## config.mk

```make
export PLATFORM = sky130hd
export DESIGN_NAME = csr_regfile_top
export DESIGN_NICKNAME = d
export VERILOG_FILES = /design/src/csr_pkg.sv /design/src/csr_access_check.sv /design/src/csr_machine_regs.sv /design/src/csr_trap_unit.sv /design/src/csr_regfile_top.sv
export SDC_FILE = /design/constraint.sdc
export NUM_CORES = 1
export LEC_CHECK = 0
export ABC_AREA = 1
export BUFFER_PORTS_ARGS = -buffer_cell sky130_fd_sc_hd__buf_2
export CAP_MARGIN = 20
export CORE_MARGIN = 2
export CORE_UTILIZATION = 40
export CTS_BUF_LIST = sky130_fd_sc_hd__clkbuf_4
export CTS_CLUSTER_SIZE = 12
export DETAILED_ROUTE_END_ITERATION = 10
export PLACE_DENSITY_LB_ADDON = 0.3
export SLEW_MARGIN = 40
export SYNTH_ARGS = -nofsm -noshare
export SYNTH_HDL_FRONTEND = slang
export SYNTH_SLANG_ARGS = --single-unit
```

## constraint.sdc

```tcl
create_clock -name clk_i -period 10.9 [get_ports clk_i]
set_input_delay 2.18 -clock clk_i [delete_from_list [all_inputs] [get_ports clk_i]]
set_output_delay 2.18 -clock clk_i [all_outputs]
set_load 0.01 [all_outputs]
```

## src/csr_pkg.sv

```systemverilog
/*
 * Shared definitions for the machine-mode CSR file.
 * Register width, CSR addresses, command, privilege and select
 * encodings, trap cause codes and CSR write masks.
 */
package csr_pkg;

    // ========================================
    // widths
    // ========================================
    localparam int XLEN_DEFAULT = 64;

    // ========================================
    // encodings
    // ========================================
    typedef enum logic [1:0] {
        CSR_CMD_WR   = 2'd0,
        CSR_CMD_SET  = 2'd1,
        CSR_CMD_CLR  = 2'd2,
        CSR_CMD_READ = 2'd3
    } csr_cmd_e;

    typedef enum logic [1:0] {
        PRIV_U = 2'd0,
        PRIV_M = 2'd3
    } priv_lvl_e;

    typedef enum logic [3:0] {
        SEL_MSTATUS,
        SEL_MISA,
        SEL_MIE,
        SEL_MTVEC,
        SEL_MSCRATCH,
        SEL_MEPC,
        SEL_MCAUSE,
        SEL_MTVAL,
        SEL_MIP,
        SEL_MCYCLE,
        SEL_MHARTID,
        SEL_NONE
    } csr_sel_e;

    // ========================================
    // csr addresses
    // ========================================
    localparam logic [11:0] ADDR_MSTATUS  = 12'h300;
    localparam logic [11:0] ADDR_MISA     = 12'h301;
    localparam logic [11:0] ADDR_MIE      = 12'h304;
    localparam logic [11:0] ADDR_MTVEC    = 12'h305;
    localparam logic [11:0] ADDR_MSCRATCH = 12'h340;
    localparam logic [11:0] ADDR_MEPC     = 12'h341;
    localparam logic [11:0] ADDR_MCAUSE   = 12'h342;
    localparam logic [11:0] ADDR_MTVAL    = 12'h343;
    localparam logic [11:0] ADDR_MIP      = 12'h344;
    localparam logic [11:0] ADDR_MCYCLE   = 12'hB00;
    localparam logic [11:0] ADDR_MHARTID  = 12'hF14;

    // ========================================
    // trap causes and interrupt numbers
    // ========================================
    localparam int CAUSE_ILLEGAL_INSTR = 2;
    localparam int CAUSE_ECALL_U       = 8;
    localparam int IRQ_M_SOFT          = 3;
    localparam int IRQ_M_TIMER         = 7;
    localparam int IRQ_M_EXT           = 11;

    // mstatus field positions
    localparam int MSTATUS_MIE_BIT  = 3;
    localparam int MSTATUS_MPIE_BIT = 7;
    localparam int MSTATUS_MPP_LSB  = 11;

    // ========================================
    // write masks and constants
    // ========================================
    localparam logic [63:0] MIE_WRITE_MASK     = 64'h0000_0000_0000_0888;
    localparam logic [63:0] MSTATUS_WRITE_MASK = 64'h0000_0000_0000_1888;
    localparam logic [63:0] MTVEC_RESET_OFFSET = 64'h40;

    // rv64 with i, m, a and u mode
    localparam logic [XLEN_DEFAULT-1:0] ISA_CODE = 64'h8000_0000_0010_1101;

endpackage

```

## src/csr_access_check.sv

```systemverilog
/*
 * CSR access check.
 * Decodes the CSR address into a register select and flags unknown
 * addresses, privilege violations and writes to read-only CSRs.
 */
`timescale 1ns/1ns

module csr_access_check
    import csr_pkg::*;
#(
    parameter int XLEN = XLEN_DEFAULT
) (
    input  logic        csr_valid_i,
    input  csr_cmd_e    csr_cmd_i,
    input  logic [11:0] csr_addr_i,
    input  priv_lvl_e   priv_lvl_i,
    output csr_sel_e    csr_sel_o,
    output logic        csr_we_o,
    output logic        csr_illegal_o
);

    logic is_write;
    logic unknown_addr;
    logic priv_fault;
    logic ro_fault;

    // only rv32 and rv64 register widths are supported
    if (XLEN != 32 && XLEN != 64) begin : g_xlen_check
        $error("csr_access_check: unsupported XLEN %0d", XLEN);
    end

    // ========================================
    // address decode
    // ========================================
    always_comb begin : addr_decode
        case (csr_addr_i)
            ADDR_MSTATUS:  csr_sel_o = SEL_MSTATUS;
            ADDR_MISA:     csr_sel_o = SEL_MISA;
            ADDR_MIE:      csr_sel_o = SEL_MIE;
            ADDR_MTVEC:    csr_sel_o = SEL_MTVEC;
            ADDR_MSCRATCH: csr_sel_o = SEL_MSCRATCH;
            ADDR_MEPC:     csr_sel_o = SEL_MEPC;
            ADDR_MCAUSE:   csr_sel_o = SEL_MCAUSE;
            ADDR_MTVAL:    csr_sel_o = SEL_MTVAL;
            ADDR_MIP:      csr_sel_o = SEL_MIP;
            ADDR_MCYCLE:   csr_sel_o = SEL_MCYCLE;
            ADDR_MHARTID:  csr_sel_o = SEL_MHARTID;
            default:       csr_sel_o = SEL_NONE;
        endcase
    end

    // ========================================
    // permission checks
    // ========================================
    assign is_write     = (csr_cmd_i != CSR_CMD_READ);
    assign unknown_addr = (csr_sel_o == SEL_NONE);

    // addr[9:8] holds the lowest privilege allowed to touch the csr
    assign priv_fault = (csr_addr_i[9:8] > priv_lvl_i);

    // misa is fixed in this hart, so it joins the read-only space
    assign ro_fault = is_write && ((csr_addr_i[11:10] == 2'b11) || (csr_sel_o == SEL_MISA));

    assign csr_illegal_o = csr_valid_i && (unknown_addr || priv_fault || ro_fault);
    assign csr_we_o      = csr_valid_i && is_write && !csr_illegal_o;

endmodule

```

## src/csr_machine_regs.sv

```systemverilog
/*
 * Machine register bank.
 * Holds mstatus, mie, mip, mtvec, mscratch, mepc, mcause, mtval,
 * mcycle and the privilege level. Provides the CSR read mux and
 * applies CSR writes, trap entry and mret.
 */
`timescale 1ns/1ns

module csr_machine_regs
    import csr_pkg::*;
#(
    parameter int XLEN = XLEN_DEFAULT
) (
    input  logic            clk_i,
    input  logic            mtvec_rst_load_q,
    input  logic [XLEN-1:0] boot_addr_i,
    input  logic [XLEN-1:0] hart_id_i,
    input  csr_sel_e        csr_sel_i,
    input  logic            csr_we_i,
    input  csr_cmd_e        csr_cmd_i,
    input  logic [XLEN-1:0] csr_wdata_i,
    input  logic            trap_take_i,
    input  logic [XLEN-1:0] trap_cause_i,
    input  logic [XLEN-1:0] trap_tval_i,
    input  logic [XLEN-1:0] pc_i,
    input  logic            mret_i,
    input  logic            irq_ext_i,
    input  logic            irq_timer_i,
    input  logic            irq_soft_i,
    output logic [XLEN-1:0] csr_rdata_o,
    output logic [XLEN-1:0] mtvec_o,
    output logic [XLEN-1:0] mepc_o,
    output logic [XLEN-1:0] mie_o,
    output logic [XLEN-1:0] mip_o,
    output logic            mstatus_mie_o,
    output priv_lvl_e       priv_lvl_o,
    output logic            eret_o,
    output logic            flush_o
);

    localparam logic [XLEN-1:0] MIE_MASK     = MIE_WRITE_MASK[XLEN-1:0];
    localparam logic [XLEN-1:0] MSTATUS_MASK = MSTATUS_WRITE_MASK[XLEN-1:0];
    localparam logic [XLEN-1:0] MTVEC_OFFSET = MTVEC_RESET_OFFSET[XLEN-1:0];

    logic [XLEN-1:0] mstatus_q,  mstatus_d;
    logic [XLEN-1:0] mie_q,      mie_d;
    logic [XLEN-1:0] mip_q,      mip_d;
    logic [XLEN-1:0] mtvec_q,    mtvec_d;
    logic [XLEN-1:0] mscratch_q, mscratch_d;
    logic [XLEN-1:0] mepc_q,     mepc_d;
    logic [XLEN-1:0] mcause_q,   mcause_d;
    logic [XLEN-1:0] mtval_q,    mtval_d;
    logic [XLEN-1:0] mcycle_q,   mcycle_d;
    priv_lvl_e       priv_lvl_q, priv_lvl_d;

    logic [XLEN-1:0] csr_wdata;
    logic            csr_write;

    // ========================================
    // read mux
    // ========================================
    always_comb begin : read_mux
        case (csr_sel_i)
            SEL_MSTATUS:  csr_rdata_o = mstatus_q;
            SEL_MISA:     csr_rdata_o = ISA_CODE[XLEN-1:0];
            SEL_MIE:      csr_rdata_o = mie_q;
            SEL_MTVEC:    csr_rdata_o = mtvec_q;
            SEL_MSCRATCH: csr_rdata_o = mscratch_q;
            SEL_MEPC:     csr_rdata_o = mepc_q;
            SEL_MCAUSE:   csr_rdata_o = mcause_q;
            SEL_MTVAL:    csr_rdata_o = mtval_q;
            SEL_MIP:      csr_rdata_o = mip_q;
            SEL_MCYCLE:   csr_rdata_o = mcycle_q;
            SEL_MHARTID:  csr_rdata_o = hart_id_i;
            default:      csr_rdata_o = '0;
        endcase
    end

    // write value per command
    always_comb begin : wdata_gen
        case (csr_cmd_i)
            CSR_CMD_SET:  csr_wdata = csr_rdata_o | csr_wdata_i;
            CSR_CMD_CLR:  csr_wdata = csr_rdata_o & ~csr_wdata_i;
            CSR_CMD_READ: csr_wdata = csr_rdata_o;
            default:      csr_wdata = csr_wdata_i;
        endcase
    end

    // a trap in the same cycle cancels the write
    assign csr_write = csr_we_i && !trap_take_i;

    // ========================================
    // next state
    // ========================================
    always_comb begin : next_state
        mstatus_d  = mstatus_q;
        mie_d      = mie_q;
        mtvec_d    = mtvec_q;
        mscratch_d = mscratch_q;
        mepc_d     = mepc_q;
        mcause_d   = mcause_q;
        mtval_d    = mtval_q;
        mcycle_d   = mcycle_q + 1'b1;
        priv_lvl_d = priv_lvl_q;

        // mip follows the interrupt lines only
        mip_d              = '0;
        mip_d[IRQ_M_SOFT]  = irq_soft_i;
        mip_d[IRQ_M_TIMER] = irq_timer_i;
        mip_d[IRQ_M_EXT]   = irq_ext_i;

        if (csr_write) begin
            case (csr_sel_i)
                SEL_MSTATUS: begin
                    mstatus_d = (mstatus_q & ~MSTATUS_MASK) | (csr_wdata & MSTATUS_MASK);
                    // mpp holds only M or U
                    if (csr_wdata[MSTATUS_MPP_LSB +: 2] != PRIV_M) begin
                        mstatus_d[MSTATUS_MPP_LSB +: 2] = PRIV_U;
                    end
                end
                SEL_MIE:      mie_d = (mie_q & ~MIE_MASK) | (csr_wdata & MIE_MASK);
                SEL_MTVEC: begin
                    mtvec_d = {csr_wdata[XLEN-1:2], 1'b0, csr_wdata[0]};
                    // vectored base is 256 byte aligned
                    if (csr_wdata[0]) begin
                        mtvec_d[7:2] = '0;
                    end
                end
                SEL_MSCRATCH: mscratch_d = csr_wdata;
                SEL_MEPC:     mepc_d = {csr_wdata[XLEN-1:1], 1'b0};
                SEL_MCAUSE:   mcause_d = csr_wdata;
                SEL_MTVAL:    mtval_d = csr_wdata;
                SEL_MCYCLE:   mcycle_d = csr_wdata;
                default: ;
            endcase
        end

        if (trap_take_i) begin
            mepc_d                       = pc_i;
            mcause_d                     = trap_cause_i;
            mtval_d                      = trap_tval_i;
            mstatus_d[MSTATUS_MPIE_BIT]  = mstatus_q[MSTATUS_MIE_BIT];
            mstatus_d[MSTATUS_MIE_BIT]   = 1'b0;
            mstatus_d[MSTATUS_MPP_LSB +: 2] = priv_lvl_q;
            priv_lvl_d                   = PRIV_M;
        end else if (mret_i) begin
            mstatus_d[MSTATUS_MIE_BIT]   = mstatus_q[MSTATUS_MPIE_BIT];
            mstatus_d[MSTATUS_MPIE_BIT]  = 1'b1;
            priv_lvl_d                   = priv_lvl_e'(mstatus_q[MSTATUS_MPP_LSB +: 2]);
            mstatus_d[MSTATUS_MPP_LSB +: 2] = PRIV_U;
        end
    end

    // ========================================
    // registers
    // ========================================
    always_ff @(posedge clk_i) begin
        if (mtvec_rst_load_q) begin
            mstatus_q  <= '0;
            mie_q      <= '0;
            mip_q      <= '0;
            // trap base sits just above the boot address
            mtvec_q    <= boot_addr_i + MTVEC_OFFSET;
            mscratch_q <= '0;
            mepc_q     <= '0;
            mcause_q   <= '0;
            mtval_q    <= '0;
            mcycle_q   <= '0;
            priv_lvl_q <= PRIV_M;
        end else begin
            mstatus_q  <= mstatus_d;
            mie_q      <= mie_d;
            mip_q      <= mip_d;
            mtvec_q    <= mtvec_d;
            mscratch_q <= mscratch_d;
            mepc_q     <= mepc_d;
            mcause_q   <= mcause_d;
            mtval_q    <= mtval_d;
            mcycle_q   <= mcycle_d;
            priv_lvl_q <= priv_lvl_d;
        end
    end

    assign mtvec_o       = mtvec_q;
    assign mepc_o        = mepc_q;
    assign mie_o         = mie_q;
    assign mip_o         = mip_q;
    assign mstatus_mie_o = mstatus_q[MSTATUS_MIE_BIT];
    assign priv_lvl_o    = priv_lvl_q;
    assign eret_o        = mret_i && !trap_take_i;
    // mstatus changes the interrupt context of younger instructions
    assign flush_o       = csr_write && (csr_sel_i == SEL_MSTATUS);

endmodule

```

## src/csr_trap_unit.sv

```systemverilog
/*
 * Trap unit.
 * Picks the trap cause, forms the trap vector from mtvec, returns
 * mepc as the exception return pc and flags pending interrupts.
 */
`timescale 1ns/1ns

module csr_trap_unit
    import csr_pkg::*;
#(
    parameter int XLEN = XLEN_DEFAULT
) (
    input  logic            csr_illegal_i,
    input  logic [31:0]     csr_instr_i,
    input  logic            ex_valid_i,
    input  logic [XLEN-1:0] ex_cause_i,
    input  logic [XLEN-1:0] ex_tval_i,
    input  logic [XLEN-1:0] mtvec_i,
    input  logic [XLEN-1:0] mepc_i,
    input  logic [XLEN-1:0] mie_i,
    input  logic [XLEN-1:0] mip_i,
    input  logic            mstatus_mie_i,
    input  priv_lvl_e       priv_lvl_i,
    output logic            trap_take_o,
    output logic [XLEN-1:0] trap_cause_o,
    output logic [XLEN-1:0] trap_tval_o,
    output logic            ex_valid_o,
    output logic [XLEN-1:0] trap_vec_o,
    output logic [XLEN-1:0] epc_o,
    output logic            irq_pending_o
);

    logic irq_enabled;

    // ========================================
    // cause select
    // ========================================
    always_comb begin : cause_sel
        trap_cause_o = '0;
        trap_tval_o  = '0;
        // illegal csr access wins over the incoming exception
        if (csr_illegal_i) begin
            trap_cause_o = XLEN'(CAUSE_ILLEGAL_INSTR);
            trap_tval_o  = {{(XLEN-32){1'b0}}, csr_instr_i};
        end else if (ex_valid_i) begin
            trap_cause_o = ex_cause_i;
            trap_tval_o  = ex_tval_i;
        end
    end

    assign trap_take_o = csr_illegal_i || ex_valid_i;
    assign ex_valid_o  = trap_take_o;

    // ========================================
    // trap vector
    // ========================================
    always_comb begin : trap_vec_gen
        trap_vec_o = {mtvec_i[XLEN-1:2], 2'b00};
        // vectored mode, interrupts jump to base + 4 * cause
        if (mtvec_i[0] && trap_cause_o[XLEN-1]) begin
            trap_vec_o[7:2] = trap_cause_o[5:0];
        end
    end

    assign epc_o = mepc_i;

    // interrupts always reach M mode from U mode
    assign irq_enabled   = (priv_lvl_i == PRIV_U) || mstatus_mie_i;
    assign irq_pending_o = (|(mie_i & mip_i)) && irq_enabled;

endmodule

```

## src/csr_regfile_top.sv

```systemverilog
/*
 * Machine-mode CSR file of a two-level (M/U) RISC-V hart.
 * Connects the access check, the machine register bank and the
 * trap unit.
 */
`timescale 1ns/1ns

module csr_regfile_top
    import csr_pkg::*;
#(
    parameter int XLEN = XLEN_DEFAULT
) (
    input  logic            clk_i,
    input  logic            mtvec_rst_load_q,
    input  logic [XLEN-1:0] boot_addr_i,
    input  logic [XLEN-1:0] hart_id_i,
    // csr operation
    input  logic            csr_valid_i,
    input  csr_cmd_e        csr_cmd_i,
    input  logic [11:0]     csr_addr_i,
    input  logic [XLEN-1:0] csr_wdata_i,
    output logic [XLEN-1:0] csr_rdata_o,
    input  logic [31:0]     csr_instr_i,
    input  logic [XLEN-1:0] pc_i,
    // exception and return
    input  logic            ex_valid_i,
    input  logic [XLEN-1:0] ex_cause_i,
    input  logic [XLEN-1:0] ex_tval_i,
    input  logic            mret_i,
    // interrupt lines
    input  logic            irq_ext_i,
    input  logic            irq_timer_i,
    input  logic            irq_soft_i,
    // to pipeline control
    output logic            ex_valid_o,
    output logic [XLEN-1:0] trap_vec_o,
    output logic            eret_o,
    output logic [XLEN-1:0] epc_o,
    output logic            flush_o,
    output logic            irq_pending_o,
    output priv_lvl_e       priv_lvl_o
);

    csr_sel_e        csr_sel;
    logic            csr_we;
    logic            csr_illegal;
    logic            trap_take;
    logic [XLEN-1:0] trap_cause;
    logic [XLEN-1:0] trap_tval;
    logic [XLEN-1:0] mtvec;
    logic [XLEN-1:0] mepc;
    logic [XLEN-1:0] mie;
    logic [XLEN-1:0] mip;
    logic            mstatus_mie;

    csr_access_check #(
        .XLEN (XLEN)
    ) u_csr_access_check (
        .csr_valid_i   (csr_valid_i),
        .csr_cmd_i     (csr_cmd_i),
        .csr_addr_i    (csr_addr_i),
        .priv_lvl_i    (priv_lvl_o),
        .csr_sel_o     (csr_sel),
        .csr_we_o      (csr_we),
        .csr_illegal_o (csr_illegal)
    );

    csr_machine_regs #(
        .XLEN (XLEN)
    ) u_csr_machine_regs (
        .clk_i            (clk_i),
        .mtvec_rst_load_q (mtvec_rst_load_q),
        .boot_addr_i      (boot_addr_i),
        .hart_id_i        (hart_id_i),
        .csr_sel_i        (csr_sel),
        .csr_we_i         (csr_we),
        .csr_cmd_i        (csr_cmd_i),
        .csr_wdata_i      (csr_wdata_i),
        .trap_take_i      (trap_take),
        .trap_cause_i     (trap_cause),
        .trap_tval_i      (trap_tval),
        .pc_i             (pc_i),
        .mret_i           (mret_i),
        .irq_ext_i        (irq_ext_i),
        .irq_timer_i      (irq_timer_i),
        .irq_soft_i       (irq_soft_i),
        .csr_rdata_o      (csr_rdata_o),
        .mtvec_o          (mtvec),
        .mepc_o           (mepc),
        .mie_o            (mie),
        .mip_o            (mip),
        .mstatus_mie_o    (mstatus_mie),
        .priv_lvl_o       (priv_lvl_o),
        .eret_o           (eret_o),
        .flush_o          (flush_o)
    );

    csr_trap_unit #(
        .XLEN (XLEN)
    ) u_csr_trap_unit (
        .csr_illegal_i (csr_illegal),
        .csr_instr_i   (csr_instr_i),
        .ex_valid_i    (ex_valid_i),
        .ex_cause_i    (ex_cause_i),
        .ex_tval_i     (ex_tval_i),
        .mtvec_i       (mtvec),
        .mepc_i        (mepc),
        .mie_i         (mie),
        .mip_i         (mip),
        .mstatus_mie_i (mstatus_mie),
        .priv_lvl_i    (priv_lvl_o),
        .trap_take_o   (trap_take),
        .trap_cause_o  (trap_cause),
        .trap_tval_o   (trap_tval),
        .ex_valid_o    (ex_valid_o),
        .trap_vec_o    (trap_vec_o),
        .epc_o         (epc_o),
        .irq_pending_o (irq_pending_o)
    );

endmodule

```

### Yosys cells after proc, flatten, opt, wreduce, memory -nomap -nowiden

Index checks and enable logic that the tools add are counted.

| cells by class | value |
|---|---|
| add/sub/neg operators | 2 |
| bitwise gates (word level) | 6 |
| equal/unequal tests | 28 |
| multiplexer cells | 31 |
| reductions and logical operators | 39 |
| magnitude comparators | 1 |

Operators by type and width:

| operator | number |
|---|---|
| 2-to-1 mux 64 bit | 18 |
| one-hot mux 64 bit (11 select lines) | 1 |
| one-hot mux 64 bit (3 select lines) | 1 |
| bitwise AND 64 bit | 2 |
| equality test 12 x 10 -> 1 bit, second input constant | 9 |
| adder 64 x 1 -> 64 bit, second input constant | 1 |
| adder 64 x 7 -> 64 bit, second input constant | 1 |
| NOT 64 bit | 1 |
| bitwise OR 64 x 12 -> 64 bit | 1 |
| bitwise OR 64 x 13 -> 64 bit | 1 |
| bitwise OR 64 bit | 1 |
| OR reduction 64 bit | 1 |
| one-hot mux 4 bit (11 select lines) | 1 |
| 2-to-1 mux 13 bit | 2 |
| equality test 12 bit, second input constant | 2 |
| AND reduction 2 bit | 9 |
| equality test 4 x 3 -> 1 bit, second input constant | 4 |
| equality test 4 bit, second input constant | 4 |
| nonzero test 2 bit | 8 |
| 2-to-1 mux 6 bit | 2 |
| logical AND 1 bit | 9 |
| equality test 4 x 2 -> 1 bit, second input constant | 2 |
| equality test 2 bit, second input constant | 3 |
| 2-to-1 mux 2 bit | 3 |
| other kinds (11) | 20 |

| word-level totals | value |
|---|---|
| word-level logic and storage cells | 120 |
| register bits after elaboration | 578 |
| output and inout port bits | 198 |
| input port bits | 438 |

### Longest topological paths before layout

| depth | value |
|---|---|
| word-level depth | 13 |
| mapped depth | 20 |
| depth with buffers taken out | 19 |

### By module

From an unflattened synthesis, not the netlist that was laid out.

| second synthesis, totals | value |
|---|---|
| cell total of the unflattened synthesis | 4436 |
| area total of the unflattened synthesis | 27647.8 um2 |

Modules (own cells, without submodules):

| module | times used | seq. area each (um2) | cells an instance | area each (um2) |
|---|---|---|---|---|
| csr_machine_regs | 1 | 8568.2 | 3843 | 24603.6 |
| csr_trap_unit | 1 | 0.0 | 523 | 2687.6 |
| csr_access_check | 1 | 0.0 | 70 | 356.6 |

### Worst setup path after synthesis

OpenSTA, ideal clock, no wires.

| timing path | value |
|---|---|
| path kind | input -> register |
| start point | in csr_addr_i[4] |
| end point | reg u_csr_machine_regs.mtvec_q[0], in the netlist u_csr_machine_regs.mtvec_o[0], enable pin |
| slack | 2.552 ns |
| required time | 10.326 ns |
| library setup time | 0.574 ns |
| buffers on the path | 0 |
| stages on the path | 11 |
| data arrival time | 7.774 ns |
| path through | nor2_1 > nand2_1 > inv_2 > nand2_1 > nor2_2 > nor2_2 > nand3_4 > nand2_4 > nand2_4 > nand3_2 > o21ai_0 |

| between the ends | value |
|---|---|
| cells in the longest elaborated chain, start to end | 12 |

Ends and longest elaborated chain:

| element | RTL line | source |
|---|---|---|
| start, declared | csr_regfile_top.sv:20 | `input logic [11:0] csr_addr_i,` |
| equality test 12 bit / equality test 12 x 10 -> 1 bit (equally long branches) | csr_access_check.sv:36 | `case (csr_addr_i)` |
| one-hot mux 4 bit (11 select lines) * | csr_access_check.sv:36 |  |
| equality test 4 x 1 -> 1 bit | csr_access_check.sv:62 | `assign ro_fault = is_write && ((csr_addr_i[11:10] == 2'b11) \|\| (csr_sel_o == SEL_MISA));` |
| logical OR 1 bit | csr_access_check.sv:62 |  |
| logical AND 1 bit | csr_access_check.sv:62 |  |
| logical OR 1 bit | csr_access_check.sv:64 | `assign csr_illegal_o = csr_valid_i && (unknown_addr \|\| priv_fault \|\| ro_fault);` |
| logical AND 1 bit | csr_access_check.sv:64 |  |
| zero test 1 bit / logical OR 1 bit (equally long branches) | csr_access_check.sv:65, csr_trap_unit.sv:51 |  |
| logical AND 1 bit / zero test 1 bit (equally long branches) | csr_access_check.sv:65, csr_machine_regs.sv:90 |  |
| logical AND 1 bit | csr_machine_regs.sv:90 | `assign csr_write = csr_we_i && !trap_take_i;` |
| nonzero test 2 bit (no source line) | -- |  |
| AND reduction 2 bit (no source line) * | -- |  |
| end signal, assigned | csr_machine_regs.sv:163 | `mtvec_q <= boot_addr_i + MTVEC_OFFSET;` |
| end signal, assigned | csr_machine_regs.sv:174 | `mtvec_q <= mtvec_d;` |
| end, declared | csr_machine_regs.sv:48 | `logic [XLEN-1:0] mtvec_q, mtvec_d;` |

Every way passes the cells marked *; elsewhere a longest branch is shown, timed or not.
A chain may end at the register's enable or synchronous reset.

### Worst setup path in the final report

| timing path | value |
|---|---|
| start point | in csr_addr_i[4] |
| end point | out trap_vec_o[3] |

| between the ends | value |
|---|---|
| cells in the longest elaborated chain, start to end | 10 |

Ends and longest elaborated chain:

| element | RTL line | source |
|---|---|---|
| equality test 12 bit / equality test 12 x 10 -> 1 bit (equally long branches) | csr_access_check.sv:36 |  |
| one-hot mux 4 bit (11 select lines) * | csr_access_check.sv:36 |  |
| equality test 4 x 1 -> 1 bit | csr_access_check.sv:62 |  |
| logical OR 1 bit | csr_access_check.sv:62 |  |
| logical AND 1 bit | csr_access_check.sv:62 |  |
| logical OR 1 bit * | csr_access_check.sv:64 |  |
| logical AND 1 bit * | csr_access_check.sv:64 |  |
| 2-to-1 mux 64 bit * | csr_trap_unit.sv:42 | `if (csr_illegal_i) begin` |
| logical AND 1 bit | csr_trap_unit.sv:60 | `if (mtvec_i[0] && trap_cause_o[XLEN-1]) begin` |
| 2-to-1 mux 6 bit * | csr_trap_unit.sv:60 |  |
| end, declared | csr_regfile_top.sv:36 | `output logic [XLEN-1:0] trap_vec_o,` |

Marks and branches as above.

==> flow_summary.ini <==
[floorplanning]
io_pins = 636
fp.dieH_um = 251.3
core_area_mm2 = 0.06036
num_rows = 90
start_util_pct = 40.53
die_w_um = 251.3
dieArea_mm2 = 0.06316

[cts]
tritoncts = yes
cts_made_buffers = 110
cts-root-buf = clkbuf_4
clockBufferDepth = 3
post_cts_resized = 0
ctsHoldBuffers = 0
postCtsSetupRepairBufs = 0
clk_pin_slew_worst_paths_ns = 0.06
cts_max_level = 3
clk_latency_ns = 0.89
cts.sinks = 396

[hold_path]
whs_path_depth = 2
hold_start = u_csr_machine_regs.mstatus_q[11]
min_to = u_csr_machine_regs.priv_lvl_o[0]
min_path_type = reg2reg

[place]
place_congestion = 1.014
hpwl_um = 103300
io_buffers = 633

[synth]
seq_area_frac_synth_pct = 35.02
syn_inst = 3668
yosys_warnings = 0
ys_ff_latch = 396
synth_area_per_cell_um2 = 6.670
synth.cell_area_mm2 = 0.02446
ys_types = 60
synth_edf_count = 64
ys.flop_type = dfxtp_1
synth_async_sr_flop_share_pct = 0

[setup_path]
start_kind = input pin
cp.arrival_ns = 5.84
path_max_fanout = 63
regToRegSetupSlack_ns = 6.26
worstReg2RegEnd = u_csr_machine_regs.mepc_o[55]
path_class = in2out
end_kind = primary output
worstPathRequired_ns = 8.72
timing.rr.start = u_csr_machine_regs.priv_lvl_o[1]
reg2reg_depth = 14

[route]
postRouteAntennaNets = 0
first_iter_violations = 4385
drc = 0
drt-total-wl_um = 135400
vias = 29640
wl_per_cell_um = 26.66
vias_per_cell = 5.837
first_pass_iters = 8

[sta]
rsz0062_at_grt = false
fin_setup_tns_ns = 0
finalHoldViolations = 0
fin_worst_skew_ns = 0.06044
max_freq_mhz = 124.7
final-max-slew-violation-count = 0
period_minus_slack_ns = 8.022
min_period_over_period_pct = 73.60
final-setup-viol-count = 0
slew-limit-headroom_pct = 36.85
holdWs_ns = 0.5219
tightest_slew_ns = 0.9374

[grt]
antenna_found_initial = 41
grt_pass1_wl_um = 186800
overflow = 0
grt_pass1_vias = 26290
gr-usage-all-layers_pct = 40.87
grt_max_degree = 150

[power]
powerDensity_mw_per_mm2 = 124.2
finalPower_uw = 3607
irDropWorstVdd_v = 0.00005282
leakagePower_uw = 0.01334

[layout]
final_nets = 4619
final_layout_size_suffix_gt1_share_pct = 21.71
area_delta_synth_final_pct = 18.70

[run]
drv_cap = 0

[run_status]
outcome = completed
[logic make-up (layout without fill, tap and decap cells)]
logic type                 count (synthesis)  count (layout)  share of synthesized area [%]
buffers and inverters                    695            1287                          12.22
DFF                                      396             396                          35.02
adders and majority gates                  4               4                         0.2046
other                                      1              37                        0.01533
xor gates and xnor gates                 111             111                          3.974
AOI/OAI and AO/OA                       1022            1022                          23.03
and+or+nand+nor                         1439            1439                          25.53
[cell usage after synthesis, types with 14 or more instances]
cell type	instances	area (um^2)
nand2_1	903	3390
o21ai_0	429	2147
inv_1	409	1535
a21oi_1	363	1817
dfxtp_1	332	6646
nor2_1	195	732.0
nand3_1	125	625.6
clkbuf_1	117	439.2
xor2_1	84	735.7
buf_4	65	488.0
nor3_1	65	325.3
edfxtp_1	64	1922
buf_2	57	285.3
nand4_1	57	356.6
a221oi_1	56	490.5
o21ai_1	48	240.2
a31oi_1	27	168.9
xnor2_1	27	236.5
buf_1	21	78.83
o22ai_1	20	125.1
nor4_1	18	112.6
inv_2	17	63.81
o211ai_1	15	112.6
a211oi_1	14	105.1
[registers in the layout (all words and copies together), names as in the netlist]
register	count
u_csr_machine_regs.mtval_q	64
u_csr_machine_regs.mip_o	3
u_csr_machine_regs.mtvec_o	64
u_csr_machine_regs.mcause_q	64
u_csr_machine_regs.priv_lvl_o	2
u_csr_machine_regs.mie_o	3
u_csr_machine_regs.mepc_o	64
u_csr_machine_regs.mcycle_q	64
u_csr_machine_regs.mstatus_q	4
u_csr_machine_regs.mscratch_q	64
[critical path, stage by stage]
cell and delay (ns):
buf_2 0.11, nor2_1 0.10, nand2_1 0.15, inv_2 0.13, nand2_1 0.12, nor2_4 0.64, nor2_1 0.18, nand3_4 0.20
nand2_4 0.09, nand2_4 0.12, inv_2 0.24, nor2_4 0.14, buf_4 0.54, nand3_1 0.34, inv_1 0.25, nand2_1 0.07
o21ai_0 0.07, buf_2 0.15
[power by group]
part	internal, uW	switching, uW	leakage (uW)
clock	719	708	0.000840
sequential	1570	86.1	0.00334
combinational	168	359	0.00916
[routing by layer]
layer	global-route usage, %	vias to the layer above	wire [um]
li1	-	13300	-
met1	55.93	13870	54860
met2	55.98	2095	53400
met3	15.57	354	20420
met4	19.32	22	6568
met5	0	-	134
[stage by stage]
step                      std cells  utilization (%)  cell area [um^2]  setup slack [ns]
after floorplan                3669                -             24470             2.552
after global placement         4845            45.55             27500             2.890
after detailed placement       4847            45.61             27530             2.919
after CTS                      5043            47.95             28940             2.879
after global routing           5065            48.06             29010             2.532
final                          5078            48.11             29040             2.878
[cells in the final DEF (no fill, tap or decap), types with 13 or more instances in the layout]
cell type / count
nand4_1: 57
xor2_1: 83
o21ai_0: 427
buf_2: 632
a31oi_1: 27
clkinv_1: 20
edfxtp_1: 64
o211ai_1: 15
o21ai_1: 49
dfxtp_1: 332
a22oi_1: 13
nand3_1: 125
nand2_1: 903
nor3_1: 65
nor4_1: 18
a211oi_1: 14
clkbuf_4: 167
buf_4: 29
a21oi_1: 363
a221oi_1: 56
inv_1: 406
diode_2: 35
inv_2: 18
o22ai_1: 20
xnor2_1: 27
nor2_1: 193
[worst max path at each step]
stage | startpoint | cells after the start | slack (ns) | to
final | csr_addr_i[4] | 18 | 2.88 | trap_vec_o[3]
after global routing | csr_addr_i[4] | 18 | 2.53 | trap_vec_o[3]
after CTS | csr_addr_i[4] | 18 | 2.88 | trap_vec_o[3]
after detailed placement | csr_addr_i[4] | 18 | 2.92 | trap_vec_o[3]
after global placement | csr_addr_i[4] | 18 | 2.89 | trap_vec_o[3]
after floorplan | csr_addr_i[4] | 11 | 2.55 | u_csr_machine_regs.mtvec_o[0]
[layout make-up]
| type | instances | area [um^2] |
|---|---|---|
| Antenna cell | 35 | 87.58 |
| Clock buffer | 167 | 1254 |
| Clock inverter | 29 | 155.1 |
| Fill cell | 6419 | 31320 |
| Inverter | 427 | 1622 |
| Multi-Input combinational cell | 2578 | 12950 |
| Sequential cell | 396 | 8568 |
| Tap cell | 782 | 978.4 |
| Timing Repair Buffer | 664 | 3422 |
(Power assumes the default switching activity.)
